File: src/max7219_pkg.sv
/*
 * MAX7219 wire-level definitions
 *   - 16-bit register word and the frame word with its last flag
 *   - register addresses
 *   - chain length and serial timing constants
 */
`default_nettype none

package max7219_pkg;

   // ====================
   // Chain and timing
   // ====================
   localparam int C_MATRIX_NB     = 8;
   localparam int C_HALF_PERIOD   = 4;
   localparam int C_LOAD_DURATION = 4;

   // ====================
   // Register addresses
   // ====================
   localparam logic [7:0] C_REG_DIGIT0     = 8'h01;
   localparam logic [7:0] C_REG_DECODE     = 8'h09;
   localparam logic [7:0] C_REG_INTENSITY  = 8'h0A;
   localparam logic [7:0] C_REG_SCAN_LIMIT = 8'h0B;
   localparam logic [7:0] C_REG_SHUTDOWN   = 8'h0C;
   localparam logic [7:0] C_REG_TEST       = 8'h0F;

   // Word as shifted out, address byte first
   typedef struct packed {
      logic [7:0] addr;
      logic [7:0] data;
   } max7219_word_t;

   // Load pulses after a word with last set
   typedef struct packed {
      max7219_word_t word;
      logic          last;
   } frame_word_t;

endpackage

`default_nettype wire

File: src/frame_arbiter.sv
/*
 * Frame arbiter
 *   - grants the serializer to the sequencer or the player
 *   - grant held for a whole frame, sequencer wins a tie
 */
`timescale 1ns/1ns
`default_nettype none

module frame_arbiter (
   input  wire                           i_clk,
   input  wire                           i_rst,
   input  wire max7219_pkg::frame_word_t i_cfg_word,
   input  wire                           i_cfg_req,
   output logic                          o_cfg_ack,
   input  wire max7219_pkg::frame_word_t i_play_word,
   input  wire                           i_play_req,
   output logic                          o_play_ack,
   output max7219_pkg::frame_word_t      o_word,
   output logic                          o_req,
   input  wire                           i_ack
);
   logic grant_q;
   logic sel_play_q;
   logic done_q;

   always_ff @(posedge i_clk) begin
      if (i_rst) begin
         grant_q    <= 1'b0;
         sel_play_q <= 1'b0;
         done_q     <= 1'b0;
      end else if (!grant_q) begin
         if (i_cfg_req) begin
            grant_q    <= 1'b1;
            sel_play_q <= 1'b0;
         end else if (i_play_req) begin
            grant_q    <= 1'b1;
            sel_play_q <= 1'b1;
         end
      end else if (done_q) begin
         // Release once the last handshake is fully closed
         if (!i_ack) begin
            grant_q <= 1'b0;
            done_q  <= 1'b0;
         end
      end else if (o_req && i_ack && o_word.last) begin
         done_q <= 1'b1;
      end
   end

   assign o_word     = sel_play_q ? i_play_word : i_cfg_word;
   assign o_req      = grant_q & (sel_play_q ? i_play_req : i_cfg_req);
   assign o_cfg_ack  = grant_q & ~sel_play_q & i_ack;
   assign o_play_ack = grant_q & sel_play_q & i_ack;

endmodule

`default_nettype wire

File: config.mk
export PLATFORM = sky130hd
export DESIGN_NAME = frame_arbiter
export DESIGN_NICKNAME = d
export VERILOG_FILES = /design/src/max7219_pkg.sv /design/src/frame_arbiter.sv
export SDC_FILE = /design/constraint.sdc
export NUM_CORES = 1
export LEC_CHECK = 0
export BUFFER_PORTS_ARGS = -buffer_cell sky130_fd_sc_hd__buf_2
export CAP_MARGIN = 20
export CORE_AREA = 2 2 39 41
export DETAILED_ROUTE_END_ITERATION = 6
export DIE_AREA = 0 0 41 43
export GPL_ROUTABILITY_DRIVEN = 0
export PLACE_DENSITY = 0.8
export SKIP_LAST_GASP = 1
export SLEW_MARGIN = 20
export SYNTH_ARGS = -nofsm -noshare
export SYNTH_HDL_FRONTEND = slang
export SYNTH_SLANG_ARGS = --single-unit
File: constraint.sdc
create_clock -name i_clk -period 2.8 [get_ports i_clk]
set_clock_uncertainty 0.15 [all_clocks]
set_input_delay 0.28 -clock i_clk [delete_from_list [all_inputs] [get_ports i_clk]]
set_output_delay 0.28 -clock i_clk [all_outputs]
set_load 0.005 [all_outputs]
* Word-level counts from Yosys, hierarchy flattened *
Cells that the tools add are included.

word-level totals
  flip-flop bits (word level) = 3
  output and inout port bits = 20

operators by class
  mux-type cells = 11
  bitwise operators = 7
  reductions and logical operators = 4

operator list
  operator             count
  $mux W17             1
  $mux W1              10
  $and A1 B1 Y1        5
  $logic_and A1 B1 Y1  2
  $not A1 Y1           2
  $reduce_and A2 Y1    1
  $reduce_bool A2 Y1   1

* Logic depth before layout (Yosys ltp) *
  word-level depth = 6
  depth in mapped cells = 4

* Worst setup path after synthesis *
OpenSTA, ideal clock, no wires.

  kind = reg-to-output
  from = register sel_play_q
  to = output port o_word[10] (netlist bit)
  arrival time = 917 ps
  required time = 2370 ps
  slack = 1453 ps
  cell stages (with the launch flop) = 3
  cell sequence = dfxtp_1 > buf_2 > mux2_2

RTL lines
  item                    line                 text
  start, declared         frame_arbiter.sv:23  logic sel_play_q;
  start signal, assigned  frame_arbiter.sv:29  sel_play_q <= 1'b0;
  start signal, assigned  frame_arbiter.sv:34  sel_play_q <= 1'b0;
  start signal, assigned  frame_arbiter.sv:37  sel_play_q <= 1'b1;
  end, declared           frame_arbiter.sv:18  output max7219_pkg::frame_word_t o_word,

==> run summary <==
Worst EP required: 2.37 ns
Average vias per placed instance: 4.74
Clock Path Buffers: 2
Status: finished, final reports clean
Total Wirelength: 1130 µm
Synth unique cells: 15
Slew @ Worst Pin: 0.819 ns
Tot Pwr: 0.212 mW
Main area contributors after synthesis: mux2_2 51%, dfxtp_1 17%, mux2_4 4.2%
Post-synthesis sequential area ratio: 17.0%
Final period utilization: 73.2%
Crit path largest cell delay: 0.85 ns
CTS root buffer: clkbuf_4
Endpoints failing hold: 0
Wire per inst: 10.2 µm
Postcts setup bufs: 0
Synth warn: 0
Crit-path cells: mux2_2, buf_2
Starting DRT DRC Count: 1
Remaining DRCs: 0
CP max FO: 21
Syn Nets: 74
Clk_lat worst skew: 0.23 ns
Vias in the first global route: 426
Slew Viols, Final: 0
Final worst setup slack: 0.751 ns
I/O Buffers: 58
# IOs: 59
XOR/XNOR share of the synthesized area: 0%
P_leak: 0.380 nW
DIE AREA: 1760 µm²
Initial antenna violation count: 0
CTS HTree Levels: 1
Mux share of post-synthesis cell area: 58.0%
CTS tree: yes
Slowest cell on crit path: dfxtp_1
Setup crit start kind: register
Buffers plus inverters on the worst setup path: 1
Share of cells above drive strength 1: 83.2%
Post-synthesis register bit count: 3
PostCTS Resize Cnt: 0
GRT Residual Overflow: 0
Total CTS buffers: 3
PwrDens: 314 nW/µm²
Post-synthesis instance area: 354 µm²
Via count: 526
Hold WC Path Type: input pin to register
Hold Buf Count CTS: 0
Sink Count: 3
Combinational family with the most area after synthesis: multiplexers
Final Setup Violations: 0
Area fraction in compound gates after synthesis: 10.2%
Post-detail-place hpwl: 966 µm
Crit. End Element: output pin
First-pass GRT wire length: 1380 µm
Starting Density: 25.6%
Synth Area in Simple Gates: 8.13%
Mean Syn Cell Area: 10.1 µm²
Maximum vdd ir drop: 0.000145 V
DIE HEIGHT: 43 µm
Delay-heaviest family, CP: flip-flops
Slew headroom: 45.3%
Final nets: 135
Die X: 41 µm
Dpl ws: 0.965 ns
Final core utilization: 48.7%
Largest net degree at the start of global routing: 22
Fillers: 131
Crit Path Category: register to output pin
Inserted Diodes: 0
Synth Instances: 35
Final std cells w/o fill: 111
Max Cap Viol: 0
Num rows: 14
RSZ-0062 raised after global routing: no
Area growth syn-to-layout: 90.5%
ANT nets after route: 0
Cell taking the most area after synthesis: mux2_2
Clock slew at reported path FFs: 0.03 ns
Core Box Area: 1380 µm²
Total track usage: 12.0%
Setup TNS: 0 ns
Final min period: 2.05 ns
Arrival time worst endpoint: 1.62 ns
Placed cell count: 107
Post-synth top area share: 50.9%
Max Fclk: 488 MHz
Area share of fa/ha/maj cells after synthesis: 0%
DRT Pass-1 Iters: 2
cells by family after synthesis:
logic type	count (synthesis)
mux	18
compound gates	5
simple gates	5
buf+inv	4
flops	3
final cells by class:
cell class              instances  area [µm²]  area share, %
multi-input cells              28         270           40.1
inverters                       2        7.51           1.11
flip-flops and latches          3        60.1           8.91
clock buffers                   4        26.3           3.90
repair buffers                 58         290           43.0
well taps                      16        20.0           2.97
where the power goes:
| group | leakage [nW] | switching (mW) | internal (mW) |
|---|---|---|---|
| Sequential | 0.0248 | 0.00791 | 0.0456 |
| Combinational | 0.340 | 0.0270 | 0.0569 |
| Clock | 0.0150 | 0.0208 | 0.0533 |
| Total | 0.380 | 0.0558 | 0.156 |
sequential cells by signal, indices dropped and copies added, names as in the netlist:
name	count
sel_play_q	1
grant_q	1
done_q	1
final timing paths:
path	start	endpoint	slack, ns	cells after the start
setup / recovery	sel_play_q	o_word[2]	0.75	2
hold / removal	i_rst	sel_play_q	0.11	2
setup reg to reg	sel_play_q	done_q	1.04	3
hold reg to reg	done_q	grant_q	0.33	1
layout by cell type (no fill, tap or decap):
| cell type | count |
|---|---|
| a311oi_1 | 1 |
| buf_2 | 58 |
| mux2_2 | 16 |
| or2_0 | 1 |
| o211a_1 | 1 |
| a211oi_1 | 1 |
| dfxtp_1 | 3 |
| clkbuf_4 | 3 |
| a21oi_1 | 2 |
| nor2_2 | 1 |
| inv_1 | 2 |
| clkbuf_1 | 1 |
| mux2i_1 | 1 |
| nor3_1 | 2 |
| mux2_4 | 1 |
| and3_1 | 1 |
layer usage:
metal	vias to the layer above	GRT usage (%)	part of all wire (%)
met5	-	0	0
met2	52	23.4	47
met1	221	7.69	32
met3	0	4.71	21
met4	0	8.00	0
li1	253	-	-
metrics by stage:
| step | hold slack, ns | cell area (µm²) |
|---|---|---|
| 6_report | 0.110 | 674 |
| 5_1_grt | 0.0985 | 674 |
| 4_1_cts | 0.0978 | 674 |
| 3_5_place_dp | 0.333 | 648 |
| 3_3_place_gp | 0.314 | 648 |
| 2_1_floorplan | 0.208 | 354 |
synthesized netlist by cell type:
| master | count |
|---|---|
| a21oi_1 | 2 |
| a311oi_1 | 1 |
| nor3_1 | 2 |
| mux2_4 | 1 |
| and3_1 | 1 |
| o211a_1 | 1 |
| mux2i_1 | 1 |
| dfxtp_1 | 3 |
| a211oi_1 | 1 |
| nor2_2 | 1 |
| buf_2 | 1 |
| or2_0 | 1 |
| mux2_2 | 16 |
| inv_1 | 2 |
| buf_6 | 1 |
Note: power is estimated with default switching activity, not from simulation.
