## src/max7219_pkg.sv

```systemverilog
/*
 * MAX7219 wire-level definitions
 *   - 16-bit register word and the frame word with its last flag
 *   - register addresses
 *   - chain length and serial timing constants
 */
`default_nettype none

package max7219_pkg;

   // ====================
   // Chain and timing
   // ====================
   localparam int C_MATRIX_NB     = 8;
   localparam int C_HALF_PERIOD   = 4;
   localparam int C_LOAD_DURATION = 4;

   // ====================
   // Register addresses
   // ====================
   localparam logic [7:0] C_REG_DIGIT0     = 8'h01;
   localparam logic [7:0] C_REG_DECODE     = 8'h09;
   localparam logic [7:0] C_REG_INTENSITY  = 8'h0A;
   localparam logic [7:0] C_REG_SCAN_LIMIT = 8'h0B;
   localparam logic [7:0] C_REG_SHUTDOWN   = 8'h0C;
   localparam logic [7:0] C_REG_TEST       = 8'h0F;

   // Word as shifted out, address byte first
   typedef struct packed {
      logic [7:0] addr;
      logic [7:0] data;
   } max7219_word_t;

   // Load pulses after a word with last set
   typedef struct packed {
      max7219_word_t word;
      logic          last;
   } frame_word_t;

endpackage

`default_nettype wire

```

## src/ctrl_pkg.sv

```systemverilog
/*
 * Controller-side definitions
 *   - RAM address type
 *   - configuration, host RAM request and player command structs
 */
`default_nettype none

package ctrl_pkg;

   localparam int C_RAM_ADDR_W = 8;

   typedef logic [C_RAM_ADDR_W-1:0] ram_addr_t;

   // Register contents sent to every matrix
   typedef struct packed {
      logic       display_test;
      logic [7:0] decode_mode;
      logic [7:0] intensity;
      logic [7:0] scan_limit;
      logic [7:0] shutdown;
   } cfg_t;

   // Host access, one port for read and write
   typedef struct packed {
      logic                       me;
      logic                       we;
      ram_addr_t                  addr;
      max7219_pkg::max7219_word_t wdata;
   } ram_req_t;

   typedef struct packed {
      ram_addr_t start_ptr;
      ram_addr_t last_ptr;
      logic      loop;
   } play_cmd_t;

endpackage

`default_nettype wire

```

## src/config_sequencer.sv

```systemverilog
/*
 * Configuration sequencer
 *   - captures the host configuration on request
 *   - sends five register frames, one word per matrix
 */
`timescale 1ns/1ns
`default_nettype none

module config_sequencer (
   input  wire                      i_clk,
   input  wire                      i_rst,
   input  wire ctrl_pkg::cfg_t      i_cfg,
   input  wire                      i_cfg_req,
   output logic                     o_cfg_ack,
   output max7219_pkg::frame_word_t o_word,
   output logic                     o_req,
   input  wire                      i_ack
);
   import max7219_pkg::*;
   import ctrl_pkg::*;

   typedef logic [$clog2(C_MATRIX_NB)-1:0] word_cnt_t;
   typedef enum logic [1:0] {S_IDLE, S_REQ, S_WAIT, S_DONE} state_t;

   state_t        state_q;
   logic [2:0]    reg_idx_q;
   word_cnt_t     word_cnt_q;
   logic          req_q;
   logic          cfg_ack_q;
   cfg_t          cfg_q;
   max7219_word_t reg_word;
   logic          frame_end;

   // Register order: test, decode, intensity, scan limit, shutdown
   always_comb begin
      case (reg_idx_q)
         3'd0:    reg_word = '{addr: C_REG_TEST, data: {7'd0, cfg_q.display_test}};
         3'd1:    reg_word = '{addr: C_REG_DECODE, data: cfg_q.decode_mode};
         3'd2:    reg_word = '{addr: C_REG_INTENSITY, data: cfg_q.intensity};
         3'd3:    reg_word = '{addr: C_REG_SCAN_LIMIT, data: cfg_q.scan_limit};
         default: reg_word = '{addr: C_REG_SHUTDOWN, data: cfg_q.shutdown};
      endcase
   end

   assign frame_end = (word_cnt_q == word_cnt_t'(C_MATRIX_NB - 1));

   always_ff @(posedge i_clk) begin
      if (i_rst) begin
         state_q    <= S_IDLE;
         reg_idx_q  <= '0;
         word_cnt_q <= '0;
         req_q      <= 1'b0;
         cfg_ack_q  <= 1'b0;
      end else begin
         case (state_q)
            S_IDLE: begin
               if (i_cfg_req) begin
                  reg_idx_q  <= '0;
                  word_cnt_q <= '0;
                  req_q      <= 1'b1;
                  state_q    <= S_REQ;
               end
            end
            S_REQ: begin
               if (i_ack) begin
                  req_q   <= 1'b0;
                  state_q <= S_WAIT;
               end
            end
            S_WAIT: begin
               if (!i_ack) begin
                  if (frame_end && reg_idx_q == 3'd4) begin
                     cfg_ack_q <= 1'b1;
                     state_q   <= S_DONE;
                  end else begin
                     if (frame_end) begin
                        reg_idx_q <= reg_idx_q + 3'd1;
                     end
                     word_cnt_q <= word_cnt_q + word_cnt_t'(1);
                     req_q      <= 1'b1;
                     state_q    <= S_REQ;
                  end
               end
            end
            default: begin
               if (!i_cfg_req) begin
                  cfg_ack_q <= 1'b0;
                  state_q   <= S_IDLE;
               end
            end
         endcase
      end
   end

   always_ff @(posedge i_clk) begin
      if (state_q == S_IDLE && i_cfg_req) begin
         cfg_q <= i_cfg;
      end
   end

   assign o_word    = {reg_word, frame_end};
   assign o_req     = req_q;
   assign o_cfg_ack = cfg_ack_q;

endmodule

`default_nettype wire

```

## config.mk

```make
export PLATFORM = sky130hd
export DESIGN_NAME = config_sequencer
export DESIGN_NICKNAME = d
export VERILOG_FILES = /design/src/max7219_pkg.sv /design/src/ctrl_pkg.sv /design/src/config_sequencer.sv
export SDC_FILE = /design/constraint.sdc
export NUM_CORES = 1
export LEC_CHECK = 0
export BUFFER_PORTS_ARGS = -buffer_cell sky130_fd_sc_hd__buf_4
export CAP_MARGIN = 20
export CORE_UTILIZATION = 55
export CTS_CLUSTER_SIZE = 24
export DETAILED_ROUTE_END_ITERATION = 7
export PLACE_DENSITY = 0.87
export SYNTH_ARGS = -nofsm -noshare
export SYNTH_HDL_FRONTEND = slang
export SYNTH_SLANG_ARGS = --single-unit
export TNS_END_PERCENT = 20
```

## constraint.sdc

```tcl
create_clock -name i_clk -period 5.65 [get_ports i_clk]
set_input_delay 0.565 -clock i_clk [delete_from_list [all_inputs] [get_ports i_clk]]
set_output_delay 0.565 -clock i_clk [all_outputs]
set_load 0.02 [all_outputs]
```

# Yosys cells after proc, flatten, opt, wreduce, memory -nomap -nowiden
# Cells that the tools add are included.
dict set report op_classes {
  bitwise 1
  add_sub_neg 2
  n_mux 24
  n_reduce_logical 12
  eq_ne 15
}
# op n
set ops {}
lappend ops {{$pmux 11 s4} 1}
lappend ops {{$mux 3} 6}
lappend ops {{$ne 2x2->1 const B} 6}
lappend ops {{$pmux 3 s2} 2}
lappend ops {{$reduce_and 4->1} 3}
lappend ops {{$mux 2} 5}
lappend ops {{$reduce_and 5->1} 2}
lappend ops {{$mux 1} 7}
lappend ops {{$add 3x1->3 const B} 2}
lappend ops {{$eq 3x2->1 const B} 2}
lappend ops {{$eq 3x3->1 const B} 2}
lappend ops {{$pmux 2 s3} 1}
lappend ops {{$ne 4x1->1 const B} 1}
lappend ops {{$eq 3x1->1 const B} 1}
lappend ops {{$logic_not 3->1} 1}
lappend ops {{$pmux 1 s3} 1}
lappend ops {{$reduce_bool 3->1} 1}
lappend ops {{$eq 2x1->1 const B} 1}
lappend ops {{$eq 2x2->1 const B} 1}
lappend ops {{$logic_and 1x1->1} 2}
lappend ops {{$logic_not 2->1} 1}
lappend ops {{$ne 2x1->1 const B} 1}
lappend ops {{$pmux 1 s2} 1}
lappend ops {{$reduce_bool 2->1} 1}
lappend ops {{2 further kinds} 2}
dict set report totals {
  output_inout_bits 19
  input_bits 37
  ff_bits 43
  elab_cells 64
}

# Logic depth before layout (Yosys ltp)
dict set report depth {
  depth_word 5
  mapped_depth 7
  ltp_nobuf 5
}

# Worst setup path after synthesis
# OpenSTA, ideal clock, no wires.
dict set report synth_path {
  path_kind {register to output}
  from {register reg_idx_q[0]}
  to {output port o_word[2] (netlist bit)}
  path_stages_with_launch 6
  path_buffers 0
  t_arrival_ns 1.579
  path_slack_ns 3.506
  required_time_ns 5.085
  cell_sequence {dfxtp_1 inv_1 ha_1 nor3_1 o21bai_2 o21ai_0}
}
# item line_no
set synth_rtl {}
lappend synth_rtl {{start: declaration} config_sequencer.sv:26} ;# logic [2:0] reg_idx_q;
lappend synth_rtl {{start signal: assignment} config_sequencer.sv:77} ;# reg_idx_q <= reg_idx_q + 3'd1;
lappend synth_rtl {{end: declaration} config_sequencer.sv:15} ;# output max7219_pkg::frame_word_t o_word,

==> load_flow_metrics.sql <==
INSERT INTO impl_metrics (metric_group, metric, value, unit) VALUES
('run_status', 'outcome', 'finished, final reports clean', ''),
('synthesis', 'netlist.area_leader.share', '49.3', '%'),
('final_layout', 'drive_gt1_share', '30.9', '%'),
('sta', 'grt_setup_unrepaired', 'false', ''),
('power_and_ir_drop', 'leakage', '0.00101', 'uW'),
('final_layout', 'insertedDiodeCount', '0', ''),
('synthesis', 'postSynth.asyncResetShare', '0', '%'),
('global_routing', 'grt_pass1_vias', '1449', ''),
('worst_setup_path', 'worst-r2r-setup-slack', '3670', 'ps'),
('power_and_ir_drop', 'power.share.combinational', '25.5', '%'),
('hold_path', 'hold_wc_startpoint', 'i_cfg[27]', ''),
('synthesis', 'syn-instance-count', '156', ''),
('worst_setup_path', 'r2r_end', 'o_req', ''),
('synthesis', 'syn_area_per_cell', '12.9', 'um^2'),
('power_and_ir_drop', 'switchingPower', '256', 'uW'),
('sta', 'report.final.hold_viol_count', '0', ''),
('synthesis', 'synth_warnings', '0', ''),
('synthesis', 'yosys.cell_count.top_type', 'edfxtp_1', ''),
('sta', 'timing.final.crit_period', '2790', 'ps'),
('sta', 'relSlewSlack', '60.9', '%'),
('detailed_routing', 'drtPass1Iterations', '5', ''),
('placement', 'dp_slack', '3260', 'ps'),
('detailed_routing', 'drt_first_iter_violations', '181', ''),
('sta', 'slew_viol_final', '0', ''),
('global_routing', 'first_pass_grt_wire_length', '6260', 'um'),
('clock_network', 'tritoncts.num_buffers', '5', ''),
('detailed_routing', 'drt_wl_total', '3870', 'um'),
('worst_setup_path', 'r2r_cells', '5', ''),
('sta', 'max_freq', '358', 'MHz'),
('die', 'initial_core_util', '58.8', '%'),
('die', 'fp.dieH', '62.4', 'um'),
('final_layout', 'area_delta_synth_final', '21.7', '%'),
('synthesis', 'cells_taking_the_most_area_after_synthesis', 'edfxtp_1 (49%), dfxtp_1 (10%), ha_1 (7.5%)', ''),
('hold_path', 'min_delay_worst_endpoint', 'cfg_q[27]', ''),
('detailed_routing', 'count_of_nets_left_with_antenna_violations_after_detail_routing', '0', ''),
('clock_network', 'cts.htree.levels', '2', ''),
('detailed_routing', 'drt-wirelength-per-cell', '15.3', 'um'),
('global_routing', 'antenna_found_initial', '0', ''),
('die', 'core_region_area', '3420', 'um^2'),
('worst_setup_path', 'wp_data_arrival', '2230', 'ps'),
('worst_setup_path', 'critPathCaptureType', 'primary output', ''),
('worst_setup_path', 'timing.critical_path.from_type', 'flip-flop', ''),
('worst_setup_path', 'crit-reg2reg-launch', 'state_q[0]', ''),
('sta', 'report.final.setup_viol', '0', ''),
('clock_network', 'numClockSinks', '43', ''),
('clock_network', 'ctsHoldBuffers', '0', ''),
('worst_setup_path', 'required', '5090', 'ps'),
('detailed_routing', 'dr_drc_count', '0', ''),
('flow_run', 'timing.max_cap.violations', '0', ''),
('synthesis', 'syn_area', '2010', 'um^2'),
('power_and_ir_drop', 'power_frac_seq', '54.2', '%'),
('sta', 'timing.setup.tns', '0', 'ps'),
('placement', 'io_buffers', '50', ''),
('power_and_ir_drop', 'max-vdd-ir-drop', '0.000207', 'V'),
('synthesis', 'synth_enable_flop_cells', '33', ''),
('power_and_ir_drop', 'sw_frac_of_total', '31.8', '%'),
('synthesis', 'yosys.area.top_type', 'edfxtp_1', ''),
('worst_setup_path', 'crit_fanout', '11', ''),
('die', 'number_of_core_rows', '21', ''),
('global_routing', 'grt_max_degree', '34', ''),
('power_and_ir_drop', 'pwr-share-clk', '20.3', '%'),
('die', 'boundaryPins', '56', ''),
('sta', 'final_critical_path_setup_slack', '2860', 'ps'),
('die', 'die_w', '62.4', 'um'),
('sta', 'worst_slew_pin_slew', '585', 'ps'),
('clock_network', 'cts_resized', '0', ''),
('global_routing', 'grt_overflow_total', '0', ''),
('worst_setup_path', 'timing.setup.critical_path_class', 'reg2out', ''),
('clock_network', 'cts.repair_timing.setup_buffer_count', '0', ''),
('hold_path', 'holdCritPathClass', 'in2reg', ''),
('clock_network', 'clock_path_buffers', '2', '');
-- worst max-delay path: stages (launching register included) --
cell      delay, ps
dfxtp_1         440
ha_1            180
ha_1            390
o21bai_2        330
mux2_2          390
buf_4           150
-- cells in the final DEF (no fill, tap or decap), types with 2 or more instances in the layout --
cell / netlist / routed
and2_1: 2 / 2
o311ai_0: 2 / 2
nor2b_1: 5 / 5
nor2_1: 4 / 4
a222oi_1: 8 / 8
mux2i_1: 5 / 5
nand4_1: 2 / 2
ha_1: 12 / 12
dfxtp_1: 10 / 10
inv_6: 0 / 2
conb_1: 2 / 5
edfxtp_1: 33 / 33
mux2_2: 3 / 3
o32ai_1: 3 / 3
o21bai_1: 2 / 2
buf_4: 6 / 51
a211oi_1: 3 / 3
o21ai_0: 9 / 9
clkbuf_4: 0 / 5
o41ai_1: 2 / 2
nand2_1: 5 / 5
inv_1: 17 / 17
nor3_1: 2 / 2
-- stage by stage --
step	instances	area [um^2]	hold WS [ps]	power [uW]	utilization, %
final	253	2440	364	807	71.6
after CTS	253	2440	361	811	71.6
after floorplan	159	2020	443	586	-
after global placement	245	2380	456	636	69.7
after detailed placement	245	2380	471	650	69.7
after global routing	253	2440	346	848	71.6
-- power by group through the flow --
stage	sequential, uW	clock [uW]	combinational [uW]
after floorplan	442	0	143
after global placement	440	0	196
after detailed placement	444	0	205
after CTS	437	167	206
after global routing	442	179	227
final	437	164	206
-- registers in the layout (all words and copies together) (netlist names) --
name	flops
o_req	1
o_cfg_ack	1
reg_idx_q	3
state_q	2
cfg_q	33
word_cnt_q	3
-- cells by family (layout without fill, tap and decap cells) --
group | after synthesis | count (layout) | share of synthesized area [%]
flops | 43 | 43 | 59.3
fa+ha+maj | 12 | 12 | 7.47
buf+inv | 28 | 76 | 7.16
other cells | 2 | 5 | 0.374
mux | 9 | 9 | 4.73
simple gates | 27 | 27 | 7.60
compound gates | 35 | 35 | 13.4
-- final cells by class --
class                      instances  area (um^2)
clock buffer                       5         37.5
tap                               46         57.6
sequential                        43         1190
multi-input combinational         88          686
clock inverter                     3         26.3
inverter                          17         63.8
timing repair buffer              51          383
fill                             254          971
-- worst max-delay path by stage --
stage	from	to	slack [ps]	cells past startpoint
final	reg_idx_q[0]	o_word[1]	2860	5
after global routing	reg_idx_q[0]	o_word[1]	2790	5
after CTS	reg_idx_q[0]	o_word[1]	2860	5
after detailed placement	reg_idx_q[0]	o_word[1]	3260	5
after global placement	reg_idx_q[0]	o_word[1]	3320	5
after floorplan	reg_idx_q[0]	o_word[2]	3510	5
-- metal layers --
metal | vias up | global-route usage, % | wire (um)
met1 | 662 | 25.4 | 1620
met2 | 64 | 36.7 | 1970
met4 | 0 | 6.10 | 53
met3 | 9 | 4.38 | 232
met5 | - | 0 | 0
li1 | 682 | - | -
Note: power is estimated with default switching activity, not from simulation.
