## config.mk

```make
export PLATFORM = sky130hd
export DESIGN_NAME = max7219_serializer
export DESIGN_NICKNAME = d
export VERILOG_FILES = /design/src/max7219_pkg.sv /design/src/max7219_serializer.sv
export SDC_FILE = /design/constraint.sdc
export NUM_CORES = 1
export LEC_CHECK = 0
export ABC_AREA = 1
export BUFFER_PORTS_ARGS = -buffer_cell sky130_fd_sc_hd__buf_2
export CORE_AREA = 4 4 62 64
export DETAILED_ROUTE_END_ITERATION = 8
export DIE_AREA = 0 0 66 68
export GPL_TIMING_DRIVEN = 0
export SLEW_MARGIN = 20
export SYNTH_ARGS = -nofsm -noshare
export SYNTH_HDL_FRONTEND = slang
export SYNTH_SLANG_ARGS = --single-unit
```

## constraint.sdc

```tcl
create_clock -name i_clk -period 2.26 [get_ports i_clk]
set_input_delay 0.226 -clock i_clk [delete_from_list [all_inputs] [get_ports i_clk]]
set_output_delay 0.226 -clock i_clk [all_outputs]
set_load 0.01 [all_outputs]
```

## src/max7219_pkg.sv

```systemverilog
/*
 * MAX7219 wire-level definitions
 *   - 16-bit register word and the frame word with its last flag
 *   - register addresses
 *   - chain length and serial timing constants
 */
`default_nettype none

package max7219_pkg;

   // ====================
   // Chain and timing
   // ====================
   localparam int C_MATRIX_NB     = 8;
   localparam int C_HALF_PERIOD   = 4;
   localparam int C_LOAD_DURATION = 4;

   // ====================
   // Register addresses
   // ====================
   localparam logic [7:0] C_REG_DIGIT0     = 8'h01;
   localparam logic [7:0] C_REG_DECODE     = 8'h09;
   localparam logic [7:0] C_REG_INTENSITY  = 8'h0A;
   localparam logic [7:0] C_REG_SCAN_LIMIT = 8'h0B;
   localparam logic [7:0] C_REG_SHUTDOWN   = 8'h0C;
   localparam logic [7:0] C_REG_TEST       = 8'h0F;

   // Word as shifted out, address byte first
   typedef struct packed {
      logic [7:0] addr;
      logic [7:0] data;
   } max7219_word_t;

   // Load pulses after a word with last set
   typedef struct packed {
      max7219_word_t word;
      logic          last;
   } frame_word_t;

endpackage

`default_nettype wire

```

## src/max7219_serializer.sv

```systemverilog
/*
 * MAX7219 serializer
 *   - shifts one 16-bit word per handshake, MSB first
 *   - optional load pulse after the last word of a frame
 */
`timescale 1ns/1ns
`default_nettype none

module max7219_serializer (
   input  wire                      i_clk,
   input  wire                      i_rst,
   input  wire max7219_pkg::frame_word_t i_word,
   input  wire                      i_req,
   output logic                     o_ack,
   output logic                     o_max7219_clk,
   output logic                     o_max7219_data,
   output logic                     o_max7219_load
);
   import max7219_pkg::*;

   typedef logic [$clog2(C_HALF_PERIOD + C_LOAD_DURATION)-1:0] cnt_t;
   typedef enum logic [1:0] {S_IDLE, S_SHIFT, S_LOAD, S_ACK} state_t;

   state_t      state_q;
   cnt_t        cnt_q;
   logic [3:0]  bit_q;
   logic        sclk_q;
   logic        load_q;
   logic        ack_q;
   logic [15:0] shift_q;
   logic        last_q;
   logic        half_end;
   logic        bit_end;

   assign half_end = (cnt_q == cnt_t'(C_HALF_PERIOD - 1));
   // A bit ends on the second half, serial clock high
   assign bit_end  = half_end & sclk_q;

   always_ff @(posedge i_clk) begin
      if (i_rst) begin
         state_q <= S_IDLE;
         cnt_q   <= '0;
         bit_q   <= '0;
         sclk_q  <= 1'b0;
         load_q  <= 1'b0;
         ack_q   <= 1'b0;
      end else begin
         case (state_q)
            S_IDLE: begin
               if (i_req) begin
                  cnt_q   <= '0;
                  bit_q   <= '0;
                  state_q <= S_SHIFT;
               end
            end
            S_SHIFT: begin
               if (half_end) begin
                  cnt_q  <= '0;
                  sclk_q <= ~sclk_q;
                  if (bit_end) begin
                     if (bit_q == 4'd15) begin
                        load_q  <= last_q;
                        ack_q   <= ~last_q;
                        state_q <= last_q ? S_LOAD : S_ACK;
                     end else begin
                        bit_q <= bit_q + 4'd1;
                     end
                  end
               end else begin
                  cnt_q <= cnt_q + cnt_t'(1);
               end
            end
            S_LOAD: begin
               if (cnt_q == cnt_t'(C_LOAD_DURATION - 1)) begin
                  cnt_q   <= '0;
                  load_q  <= 1'b0;
                  ack_q   <= 1'b1;
                  state_q <= S_ACK;
               end else begin
                  cnt_q <= cnt_q + cnt_t'(1);
               end
            end
            default: begin
               // Hold ack until the source lets go of req
               if (!i_req) begin
                  ack_q   <= 1'b0;
                  state_q <= S_IDLE;
               end
            end
         endcase
      end
   end

   // Shift register, next bit appears as the serial clock falls
   always_ff @(posedge i_clk) begin
      if (state_q == S_IDLE && i_req) begin
         shift_q <= i_word.word;
         last_q  <= i_word.last;
      end else if (state_q == S_SHIFT && bit_end) begin
         shift_q <= {shift_q[14:0], 1'b0};
      end
   end

   assign o_ack          = ack_q;
   assign o_max7219_clk  = sclk_q;
   assign o_max7219_data = (state_q == S_SHIFT) & shift_q[15];
   assign o_max7219_load = load_q;

endmodule

`default_nettype wire

```

# Word-level counts from Yosys, hierarchy flattened
# Index checks and enable logic that the tools add are counted.
# W data, S select, Z words.
[word_totals]
reg_bits = 29
word_cells = 70
out_inout_bits = 4
inputBits = 20
[classes]
bitwise_logic = 5
n_eq_ne = 12
n_addsub = 2
reduce_logical = 14
muxes = 29
[ops]
columns = ["operator", "count"]
rows = [
  ["$mux W16", 2],
  ["$mux W4", 4],
  ["$mux W2", 6],
  ["$ne A2 B2 Y1 const B", 6],
  ["$reduce_and A6 Y1", 2],
  ["$mux W1", 10],
  ["$reduce_and A5 Y1", 2],
  ["$pmux W4 S2", 1],
  ["$reduce_bool A2 Y1", 4],
  ["$mux W3", 2],
  ["$pmux W2 S3", 1],
  ["$pmux W3 S2", 1],
  ["$add A4 B1 Y4 const B", 1],
  ["$eq A4 B4 Y1 const B", 1],
  ["$ne A4 B1 Y1 const B", 1],
  ["$reduce_and A2 Y1", 2],
  ["$add A3 B1 Y3 const B", 1],
  ["$eq A3 B2 Y1 const B", 1],
  ["$ne A3 B1 Y1 const B", 1],
  ["$not A1 Y1", 3],
  ["$pmux W1 S3", 1],
  ["$and A1 B1 Y1", 2],
  ["$eq A2 B1 Y1 const B", 1],
  ["$eq A2 B2 Y1 const B", 1],
  ["other kinds (4)", 5],
]

# Depth between registers and ports, before layout
# Gate-level depths: netlist of run 1.
[logic_depth]
ltp_word = 5
depth_mapped = 10
depth_no_buf = 10

# Worst setup path before layout of run 1
# OpenSTA, ideal clock, no wires.
[synth_path]
path_kind = "reg2reg"
start = "register state_q[0]"
end = "register shift_q[0] (enable)"
slack_ns = 0.559
required_ns = 1.898
stages_incl_launch_ff = 6
arrival_time_ns = 1.339
n_path_buf = 1
synth_period_minus_slack_ns = 1.701
cell_sequence = "dfxtp_1 inv_1 ha_1 nand2_2 buf_2 nand2_1"
[synth_via]
elab_chain_cells = 3
[synth_rtl]
columns = ["item", "line", "source"]
rows = [
  ["from (decl)", "max7219_serializer.sv:24", "state_t state_q;"],
  ["from (signal assigned)", "max7219_serializer.sv:64", "state_q <= last_q ? S_LOAD : S_ACK;"],
  ["$eq A2 B1 Y1 or $logic_not A2 Y1 (tied branches)", "max7219_serializer.sv:99, max7219_serializer.sv:96", ""],
  ["$logic_and A1 B1 Y1 (on tied branches)", "max7219_serializer.sv:99, max7219_serializer.sv:96", ""],
  ["$reduce_bool A2 Y1 (no source line) (*)", "n/a", ""],
  ["to (signal assigned)", "max7219_serializer.sv:97", "shift_q <= i_word.word;"],
  ["to (signal assigned)", "max7219_serializer.sv:100", "shift_q <= {shift_q[14:0], 1'b0};"],
  ["to (decl)", "max7219_serializer.sv:30", "logic [15:0] shift_q;"],
]
# Mark *: on every way between the ends. The rest lies on a longest branch, timed or not.
# A chain may end at the register's enable or synchronous reset.

# Worst setup path in the final report of run 1
[layout_path]
start = "register state_q[0]"
end = "register shift_q[2] (enable)"
# The elaborated chain is that of the path after synthesis.

==> impl_metrics.tcl, run 1 <==
set metrics [dict create \
    worst_slew_margin_rel_pct 74.3 \
    fp.dieH_um 68 \
    synth.avg_cell_area_um2 8.01 \
    place_inst 249 \
    root_buffer "clkbuf_4" \
    min_period_over_period_pct 81.9 \
    grt_max_degree 17 \
    worst_setup_path_start_kind "flop" \
    cts_tree "done" \
    initial_core_util_pct 43.9 \
    numCtsBuffers 5 \
    postSynthNetCount 206 \
    synth_top_area_cell "edfxtp_1" \
    gp_congestion 0.883 \
    worstPathMaxFanout 16 \
    synth_seq_cells 29 \
    fp.dieArea_um2 4490 \
    tightest_slew_ps 385 \
    drcViolationCount 0 \
    pwr_density_cell_nw_per_um2 1250 \
    drtPass1Iterations 4 \
    post_drt_wl_per_cell_um 10.8 \
    fill_cells 332 \
    io_buffers 23 \
    drv_cap 0 \
    status "complete, no violations" \
    antenna_found_initial 0 \
    insertion_delay_ps 320 \
    overflow 0 \
    leakagePower_uw 0.000827 \
    clockBufferDepth 2 \
    setup_viol 0 \
    final_cells 257 \
    hp-class "in -> reg" \
    seqPwrFrac_pct 41.6 \
    rows 21 \
    ys_types 20 \
    first_iter_violations 72 \
    power.internal_uw 1320 \
    fp.dieW_um 66 \
    p_comb_share_pct 39.0 \
    fmax_ghz 0.540 \
    tns_ps 0 \
    period_needed_ps 1850 \
    post-place-ws_ps 120 \
    dpl_cell_area_um2 1620 \
    via_count 1175 \
    p_clk_share_pct 19.4 \
    grt_pass1_vias 1046 \
    synth_top_area_share_pct 35.4 \
    antenna_cells 0 \
    grt_pass1_wl_um 4620 \
    vdd_drop_max_mv 0.478 \
    clk_pin_slew_worst_paths_ps 100 \
    rsz0062_at_grt "false" \
    setup_ws_ps 409 \
    h-tree-depth 2 \
    worstPathArrival_ps 1850 \
    power_uw 2110 \
    ys_seq_area_share_pct 52.0 \
    routed_via_density 4.57 \
    track_usage_pct 13.7 \
    drive_gt1_share_pct 19.4 \
    clock-sinks 29 \
    finalWirelength_um 2780 \
    p_sw_uw 798 \
    finClkSkew_ps 9.69 \
    finalHoldViolCount 0 \
    syn-cell-area_um2 1440 \
    yosysWarnings 0 \
    synth_area_leaders "edfxtp_1 (35%), nand2_1 (19%), dfxtp_1 (17%)" \
    postCtsSetupBuffers 0 \
    drtAntennaViolNets 0 \
    num_io_pins 24 \
    core_area_um2 3280 \
    area_growth_pct 17.3 \
    nets 236 \
    slew_viol_final 0 \
    hpwl_um 2070 \
    final_cell_area_um2 1690 \
    sw_frac_of_total_pct 37.8 \
    synthCells 180 \
    criticalPathCategory "reg -> reg" \
    cp.required_ps 2260 \
    crit_path_end_kind "flop" \
]
## routing by layer
metal	track usage (%)	up-vias	routed length, µm
met1	17.5	518	1350
met5	0	-	0
li1	-	632	-
met4	4.57	0	21
met3	5.09	4	143
met2	21.5	21	1260
## path summary, 6_finish.rpt
check / start / to / slack, ps / cells after the start
max: state_q[0] / shift_q[2] / 410 / 5
min: i_word[0] / last_q / 80 / 1
max reg2reg: state_q[0] / shift_q[2] / 410 / 5
min reg2reg: cnt_q[2] / cnt_q[2] / 460 / 2
## metrics by stage
stage,util (%),hold slack [ps]
global placement,49.2,408
CTS,51.5,63.9
global route,51.5,61.5
detailed placement,49.2,409
floorplan,-,295
finish,51.5,82.4
## cell type report
class	count	area (µm²)	share of cell area, %
repair buffers	23	115	6.80
clock buffers	6	41.3	2.44
well taps	46	57.6	3.40
inverters	21	78.8	4.66
flip-flops and latches	29	751	44.3
clock inverters	2	33.8	2.00
plain buffers	2	12.5	0.739
multi-input cells	128	603	35.6
## cells in the mapped netlist
cell type and number:
inv_2 2, nor2_2 1, inv_1 19, nand2_1 74
o21bai_1 1, nand3_1 7, buf_2 1, nor2_1 15
xor2_1 1, o21ai_1 1, edfxtp_1 17, nand3_2 1
dfxtp_1 12, buf_4 1, a21oi_1 7, o21ai_0 5
ha_1 6, nand2_2 4, o21ai_2 1, nand4_1 4
## state kept, by name (all words and copies together) (netlist names)
signal	flops
o_ack	1
bit_q	4
cnt_q	3
shift_q	16
o_max7219_load	1
o_max7219_clk	1
last_q	1
state_q	2
## cell usage in the layout, fill, tap and decap left out
cell and count:
nand2_1 73, nand3_1 7, inv_2 2, dfxtp_1 12, buf_2 24, bufinv_16 1, edfxtp_1 17, clkbuf_4 5
inv_1 19, o21ai_1 1, nand2_2 5, o21ai_0 5, o21bai_1 1, nand3_2 1, nor2_1 15, clkinv_1 1
o21ai_2 1, a21oi_1 7, ha_1 6, xor2_1 1, buf_4 1, clkbuf_1 1, nand4_1 4, nor2_2 1
## critical path: stages (launching register included)
cell,delay (ps)
dfxtp_1,410
inv_1,100
ha_1,270
nand2_2,210
buf_2,260
nand2_2,270
## logic make-up after synthesis
| logic type | count (synthesis) | synth area share (%) |
|---|---|---|
| DFF | 29 | 52.0 |
| xor gates and xnor gates | 1 | 0.607 |
| adders and majority gates | 6 | 5.20 |
| buffers and inverters | 23 | 6.33 |
| AOI/OAI and AO/OA | 15 | 5.64 |
| and+or+nand+nor | 106 | 30.2 |
## power by group through the flow
stage,sequential (µW),clock [µW],combinational (µW)
CTS,883,426,835
global placement,886,0,811
finish,880,410,825
detailed placement,894,0,830
global route,904,442,963
floorplan,879,0,635
## what timing repair did
item,in CTS,in global routing
resized for setup,0,1
hold buffers,0,0
endpoints found under the setup margin,0,16
hold endpoints to repair,0,0
No activity file was read; power rests on OpenSTA's default activity.
==> run 2: changes to the inputs <==
--- a/config.mk
+++ b/config.mk
@@ -5,12 +5,13 @@
 export SDC_FILE = /design/constraint.sdc
 export NUM_CORES = 1
 export LEC_CHECK = 0
-export ABC_AREA = 1
+export ABC_AREA = 0
 export BUFFER_PORTS_ARGS = -buffer_cell sky130_fd_sc_hd__buf_2
-export CORE_AREA = 4 4 62 64
+export CORE_AREA = 4 4 64 66
 export DETAILED_ROUTE_END_ITERATION = 8
-export DIE_AREA = 0 0 66 68
+export DIE_AREA = 0 0 68 70
 export GPL_TIMING_DRIVEN = 0
+export PLACE_DENSITY = 0.66
 export SLEW_MARGIN = 20
 export SYNTH_ARGS = -nofsm -noshare
 export SYNTH_HDL_FRONTEND = slang
==> constraint.sdc (replaced) <==
create_clock -name i_clk -period 1.6 [get_ports i_clk]
set_input_delay 0.16 -clock i_clk [delete_from_list [all_inputs] [get_ports i_clk]]
set_output_delay 0.16 -clock i_clk [all_outputs]
set_load 0.01 [all_outputs]
==> run 2 against run 1 <==
  * Hold slack improved by 31 ps
  * Maximum frequency up 21%
  * Register-to-register slack lost 340 ps
  * Non-clock buffer count rose by 6
  * Die area rose by 6.1%
  * Combinational power increased by 32%
  * Total power up 34%
  * Synthesized cell count shrank 26%
  * Wire length rose by 12%
==> impl_metrics.tcl, run 2 <==
set metrics [dict create \
    syn-cell-area_um2 1520 \
    grt_pass1_vias 1189 \
    power_uw 2830 \
    num_io_pins 24 \
    via_count 1156 \
    post_drt_wl_per_cell_um 14.3 \
    finClkSkew_ps 10.5 \
    netlist_top_cells_count "edfxtp_1 (17), mux2_2 (15), dfxtp_1 (12)" \
    synth_area_leaders "edfxtp_1 (34%), dfxtp_1 (16%), mux2_2 (11%)" \
    endpoint "shift_q[2]" \
    clock-sinks 29 \
    r2r-start "state_q[0]" \
    overflow 0 \
    final_cell_mix "buf_2 (24), edfxtp_1 (17), mux2_2 (15), o21ai_0 (10), dfxtp_1 (9)" \
    p_clk_share_pct 21.0 \
    vdd_drop_max_mv 1.15 \
    routed_via_density 5.30 \
    cts_tree "done" \
    nets 195 \
    clockBufferDepth 2 \
    timing.rr.end "shift_q[2]" \
    seqPwrFrac_pct 40.5 \
    drtAntennaViolNets 0 \
    seqCellArea_um2 757 \
    fmax_ghz 0.655 \
    final_util_pct 52.8 \
    fp.dieH_um 70 \
    final_cell_area_um2 1890 \
    io_buffers 23 \
    synth_top_area_cell "edfxtp_1" \
    hp-class "in -> reg" \
    finalWirelength_um 3120 \
    cp-startpoint "state_q[0]" \
    synth_seq_cells 29 \
    r2r.worst_path.cells 5 \
    synthCells 134 \
    drtPass1Iterations 4 \
    hpwl_um 2140 \
    top_regs "shift_q (16), bit_q (4), cnt_q (3)" \
    crit_path_end_kind "flop" \
    multi_input_area_um2 773 \
    place_inst 205 \
    drive_gt1_share_pct 43.5 \
    synth.avg_cell_area_um2 11.3 \
    leakagePower_uw 0.000710 \
    min_period_over_period_pct 95.5 \
    grt_max_degree 12 \
    cp.required_ps 1680 \
    synth_edf_count 17 \
    synth_top_area_share_pct 33.7 \
    h-tree-depth 2 \
    fp.dieW_um 68 \
    root_buffer "clkbuf_4" \
    yosysMostFrequentCell "edfxtp_1" \
    status "complete, no violations" \
    drcViolationCount 0 \
    r2r_setup_slack_ps 70 \
    postSynthNetCount 160 \
    criticalPathCategory "reg -> reg" \
    p_comb_share_pct 38.5 \
    period_needed_ps 1530 \
    final_cells 218 \
    async_reset_ff_share_pct 0 \
    gp_congestion 0.835 \
    pwr_density_cell_nw_per_um2 1500 \
    hold_slack_ps 113 \
    worst_setup_path_start_kind "flop" \
    setup_viol 0 \
    slew_viol_final 0 \
    worstPathArrival_ps 1610 \
    ys_types 42 \
    yosysWarnings 0 \
    fp.dieArea_um2 4760 \
    worst_slew_margin_rel_pct 70.8 \
    p_sw_uw 901 \
    antenna_cells 0 \
    track_usage_pct 14.5 \
    antenna_found_initial 0 \
    fill_cells 330 \
    rows 22 \
    numCtsBuffers 5 \
    area_growth_pct 24.7 \
    drv_cap 0 \
    synth_top_flop_cell "edfxtp_1" \
    rsz0062_at_grt "false" \
    core_area_um2 3580 \
    grt_pass1_wl_um 5180 \
    finalHoldViolCount 0 \
    first_iter_violations 51 \
    worstPathMaxFanout 10 \
    sw_frac_of_total_pct 31.9 \
    dpl_cell_area_um2 1710 \
    layout_commonest_cell "buf_2" \
    regMostFlops "shift_q" \
    slowest_stage "dfxtp_2" \
    cpPeakStageDelay_ps 360 \
    crit_chain "inv_2, ha_4, and2_4, buf_6, mux2_2" \
    initial_core_util_pct 42.4 \
    largest_reg_flops 16 \
    tightest_slew_ps 438 \
    ys_seq_area_share_pct 49.5 \
    clk_pin_slew_worst_paths_ps 100 \
    power.internal_uw 1930 \
    insertion_delay_ps 340 \
]
-- run 2: metrics by stage --
stage | setup slack, ps | setup TNS [ps]
finish | 72.2 | 0
global route | 0.487 | 0
CTS | -22.3 | -90.6
detailed placement | -216 | -5030
global placement | -173 | -3810
floorplan | 24.1 | 0
-- run 2: final cells by class --
cell class	instances	share of cell area (%)
inverters	8	1.59
repair buffers	27	7.68
well taps	48	3.18
flip-flops and latches	29	40.0
clock buffers	5	1.99
plain buffers	4	2.45
clock inverters	3	2.18
multi-input cells	94	40.9
-- run 2: how the worst min path moves through the flow --
stage,from,cells after the start,endpoint,slack [ps]
after CTS,i_rst,2,o_ack,100
after global routing,i_word[11],2,shift_q[10],90
final,i_rst,2,o_ack,110
after detailed placement,i_word[0],1,last_q,340
after floorplan,i_word[0],0,last_q,260
after global placement,i_word[0],1,last_q,340
-- run 2: power by group through the flow --
stage / clock network (µW) / logic, µW / registers [µW]
after floorplan: 0 / 736 / 1130
after global placement: 0 / 919 / 1140
after detailed placement: 0 / 951 / 1150
after CTS: 608 / 1030 / 1140
after global routing: 645 / 1200 / 1170
final: 594 / 1090 / 1150
-- run 2: what timing repair did --
item                       4_1_cts  5_1_grt
hold endpoints to repair         1        0
pin swaps                        1        2
setup buffers                    0        2
setup endpoints to repair       36       37
hold buffers                     1        0
gates cloned                     1        1
resized for setup                7       12
-- run 2: critical path, delay by kind of cell, from the launching register on --
family / cells / cell delay (ps)
mux: 1 / 350
buf+inv: 2 / 230
simple gates: 1 / 160
fa+ha+maj: 1 / 180
flops: 1 / 360
-- run 2: logic make-up (layout without fill, tap and decap cells) --
logic type	after synthesis	after routing	share of synthesized area (%)
xor+xnor	1	1	0.578
buf+inv	12	47	4.37
simple gates	38	38	15.4
fa+ha+maj	6	6	4.95
compound gates	32	33	13.4
mux	16	16	11.8
flops	29	29	49.5
-- run 2: layer usage --
metal,track usage [%],vias up,share of wire [%]
li1,-,573,-
met1,16.4,557,43
met2,24.1,19,50
met3,5.31,7,4.8
met4,5.96,0,1.9
met5,0,-,0
==> run 3: changes to the inputs <==
--- a/config.mk
+++ b/config.mk
@@ -11,7 +11,6 @@
 export DETAILED_ROUTE_END_ITERATION = 8
 export DIE_AREA = 0 0 68 70
 export GPL_TIMING_DRIVEN = 0
-export PLACE_DENSITY = 0.66
 export SLEW_MARGIN = 20
 export SYNTH_ARGS = -nofsm -noshare
 export SYNTH_HDL_FRONTEND = slang
==> constraint.sdc (replaced) <==
create_clock -name i_clk -period 1.87 [get_ports i_clk]
set_input_delay 0.187 -clock i_clk [delete_from_list [all_inputs] [get_ports i_clk]]
set_output_delay 0.187 -clock i_clk [all_outputs]
set_load 0.01 [all_outputs]
==> run 3 against run 2 <==
  * Clock power shrank 16%
  * Sequential power fell by 16%
  * Core utilization down 2.3 points
  * Sequential share of layout area up 1.5 points
  * Combinational power shrank 23%
  * Wire length is 6.1% lower
  * Cell count fell by 1.8%
==> impl_metrics.tcl, run 3 (same netlist as run 2, synthesis figures left out) <==
set metrics [dict create \
    cpPeakStageDelay_ps 370 \
    fp.dieW_um 68 \
    area_growth_pct 19.1 \
    clockBufferDepth 2 \
    setup_viol 0 \
    drtAntennaViolNets 0 \
    setup_ws_ps 126 \
    period_needed_ps 1740 \
    post-place-ws_ps -126 \
    core_area_um2 3580 \
    regMostFlops "shift_q" \
    grt_max_degree 12 \
    post_drt_wl_per_cell_um 13.7 \
    cts_tree "done" \
    worstHoldStart "i_word[0]" \
    h-tree-depth 2 \
    first_iter_violations 91 \
    rsz0062_at_grt "false" \
    worstPathMaxFanout 11 \
    cp.required_ps 1950 \
    final_cell_mix "buf_2 (23), edfxtp_1 (17), mux2_2 (15), dfxtp_1 (12), o21ai_0 (10)" \
    highest_layer "met4" \
    io_buffers 23 \
    postCtsSetupBuffers 0 \
    fp.dieArea_um2 4760 \
    slowest_stage "dfxtp_1" \
    vdd_drop_max_mv 0.555 \
    nets 191 \
    drtPass1Iterations 4 \
    final_cell_area_um2 1810 \
    insertion_delay_ps 330 \
    layout_commonest_cell "buf_2" \
    initial_core_util_pct 42.4 \
    r2r-start "state_q[0]" \
    hold_depth 1 \
    tightest_slew_ps 381 \
    dr_wl_met3_um 164 \
    dr_wl_met2_um 1350 \
    drv_cap 0 \
    fmax_ghz 0.574 \
    gp_congestion 0.841 \
    finClkSkew_ps 16.9 \
    clock-sinks 29 \
    numCtsBuffers 5 \
    pwr_density_cell_nw_per_um2 1270 \
    place_inst 205 \
    fp.dieH_um 70 \
    track_usage_pct 13.9 \
    hp-class "in -> reg" \
    finalHoldViolCount 0 \
    rows 22 \
    r2r.worst_path.cells 5 \
    criticalPathCategory "reg -> reg" \
    largest_reg_flops 16 \
    wl_met1_um 1380 \
    grt_pass1_vias 1126 \
    worst_setup_path_start_kind "flop" \
    leakagePower_uw 0.000690 \
    grt_pass1_wl_um 4950 \
    overflow 0 \
    worst_slew_margin_rel_pct 74.6 \
    crit_path_end_kind "flop" \
    root_buffer "clkbuf_4" \
    slew_viol_final 0 \
    status "complete, no violations" \
    timing.rr.end "shift_q[6]" \
    clk_pin_slew_worst_paths_ps 90 \
    crit_chain "inv_1, ha_2, and2_1, clkbuf_4, mux2_2" \
    routed_via_density 5.31 \
    hpwl_um 2030 \
    num_io_pins 24 \
    final_cells 214 \
    dpl_cell_area_um2 1700 \
    finalWirelength_um 2930 \
    min_period_over_period_pct 93.2 \
    top_regs "shift_q (16), bit_q (4), cnt_q (3)" \
    hold_end "last_q" \
    drive_gt1_share_pct 36.1 \
    antenna_cells 0 \
    power_uw 2300 \
    worstPathArrival_ps 1830 \
    drcViolationCount 0 \
    hold_slack_ps 39.3 \
    r2r_setup_slack_ps 130 \
    via_count 1136 \
    antenna_found_initial 0 \
]
## run 3: cell types whose count changed in the layout (fill, tap and decap cells not counted), moves of 2 or more
cell,previous run,this run
buf_6,3,1
inv_1,6,8
inv_2,2,0
dfxtp_2,2,0
dfxtp_1,9,12
ha_1,3,5
## run 3: worst max-delay path by stage
| stage | startpoint | endpoint | slack, ps | cells after the start |
|---|---|---|---|---|
| 3_3_place_gp | state_q[0] | shift_q[2] | -90 | 5 |
| 4_1_cts | state_q[0] | shift_q[15] | 2 | 5 |
| 3_5_place_dp | state_q[0] | shift_q[12] | -130 | 5 |
| 2_1_floorplan | state_q[0] | shift_q[0] | 170 | 5 |
| 6_report | state_q[0] | shift_q[6] | 130 | 5 |
| 5_1_grt | state_q[0] | shift_q[6] | 60 | 5 |
## run 3: metrics by stage
| step | util, % | setup TNS (ps) |
|---|---|---|
| floorplan | - | 0 |
| global placement | 47.4 | -1360 |
| detailed placement | 47.4 | -2010 |
| CTS | 50.0 | 0 |
| global route | 50.5 | 0 |
| finish | 50.5 | 0 |
## run 3: repair_timing
action | 4_1_cts | 5_1_grt
hold buffers | 0 | 0
setup endpoints to repair | 16 | 27
pin swaps | 0 | 0
gates resized for setup | 1 | 4
gates cloned | 1 | 0
## run 3: routing by layer
layer	GRT usage, %	up-vias
met2	20.0	37
met5	0	-
li1	-	560
met1	17.0	535
met4	7.95	0
met3	5.95	4
## run 3: cell type report
type | instances | area [µm²]
plain buffers | 4 | 38.8
clock buffers | 6 | 41.3
clock inverters | 2 | 35.0
fillers | 335 | 1770
inverters | 8 | 30.0
multi-input cells | 94 | 736
flip-flops and latches | 29 | 751
well taps | 48 | 60.1
repair buffers | 23 | 115
## run 3: report_power, final
part	internal (µW)	total [µW]	switching, µW
clock network	280	498	218
registers	904	968	64.4
logic	396	836	440
total	1580	2300	723
## run 3: critical path, delay by kind of cell, from the launching register on
family | cells | cell delay (ps)
simple gates | 1 | 160
mux | 1 | 350
buf+inv | 2 | 350
fa+ha+maj | 1 | 270
flops | 1 | 370
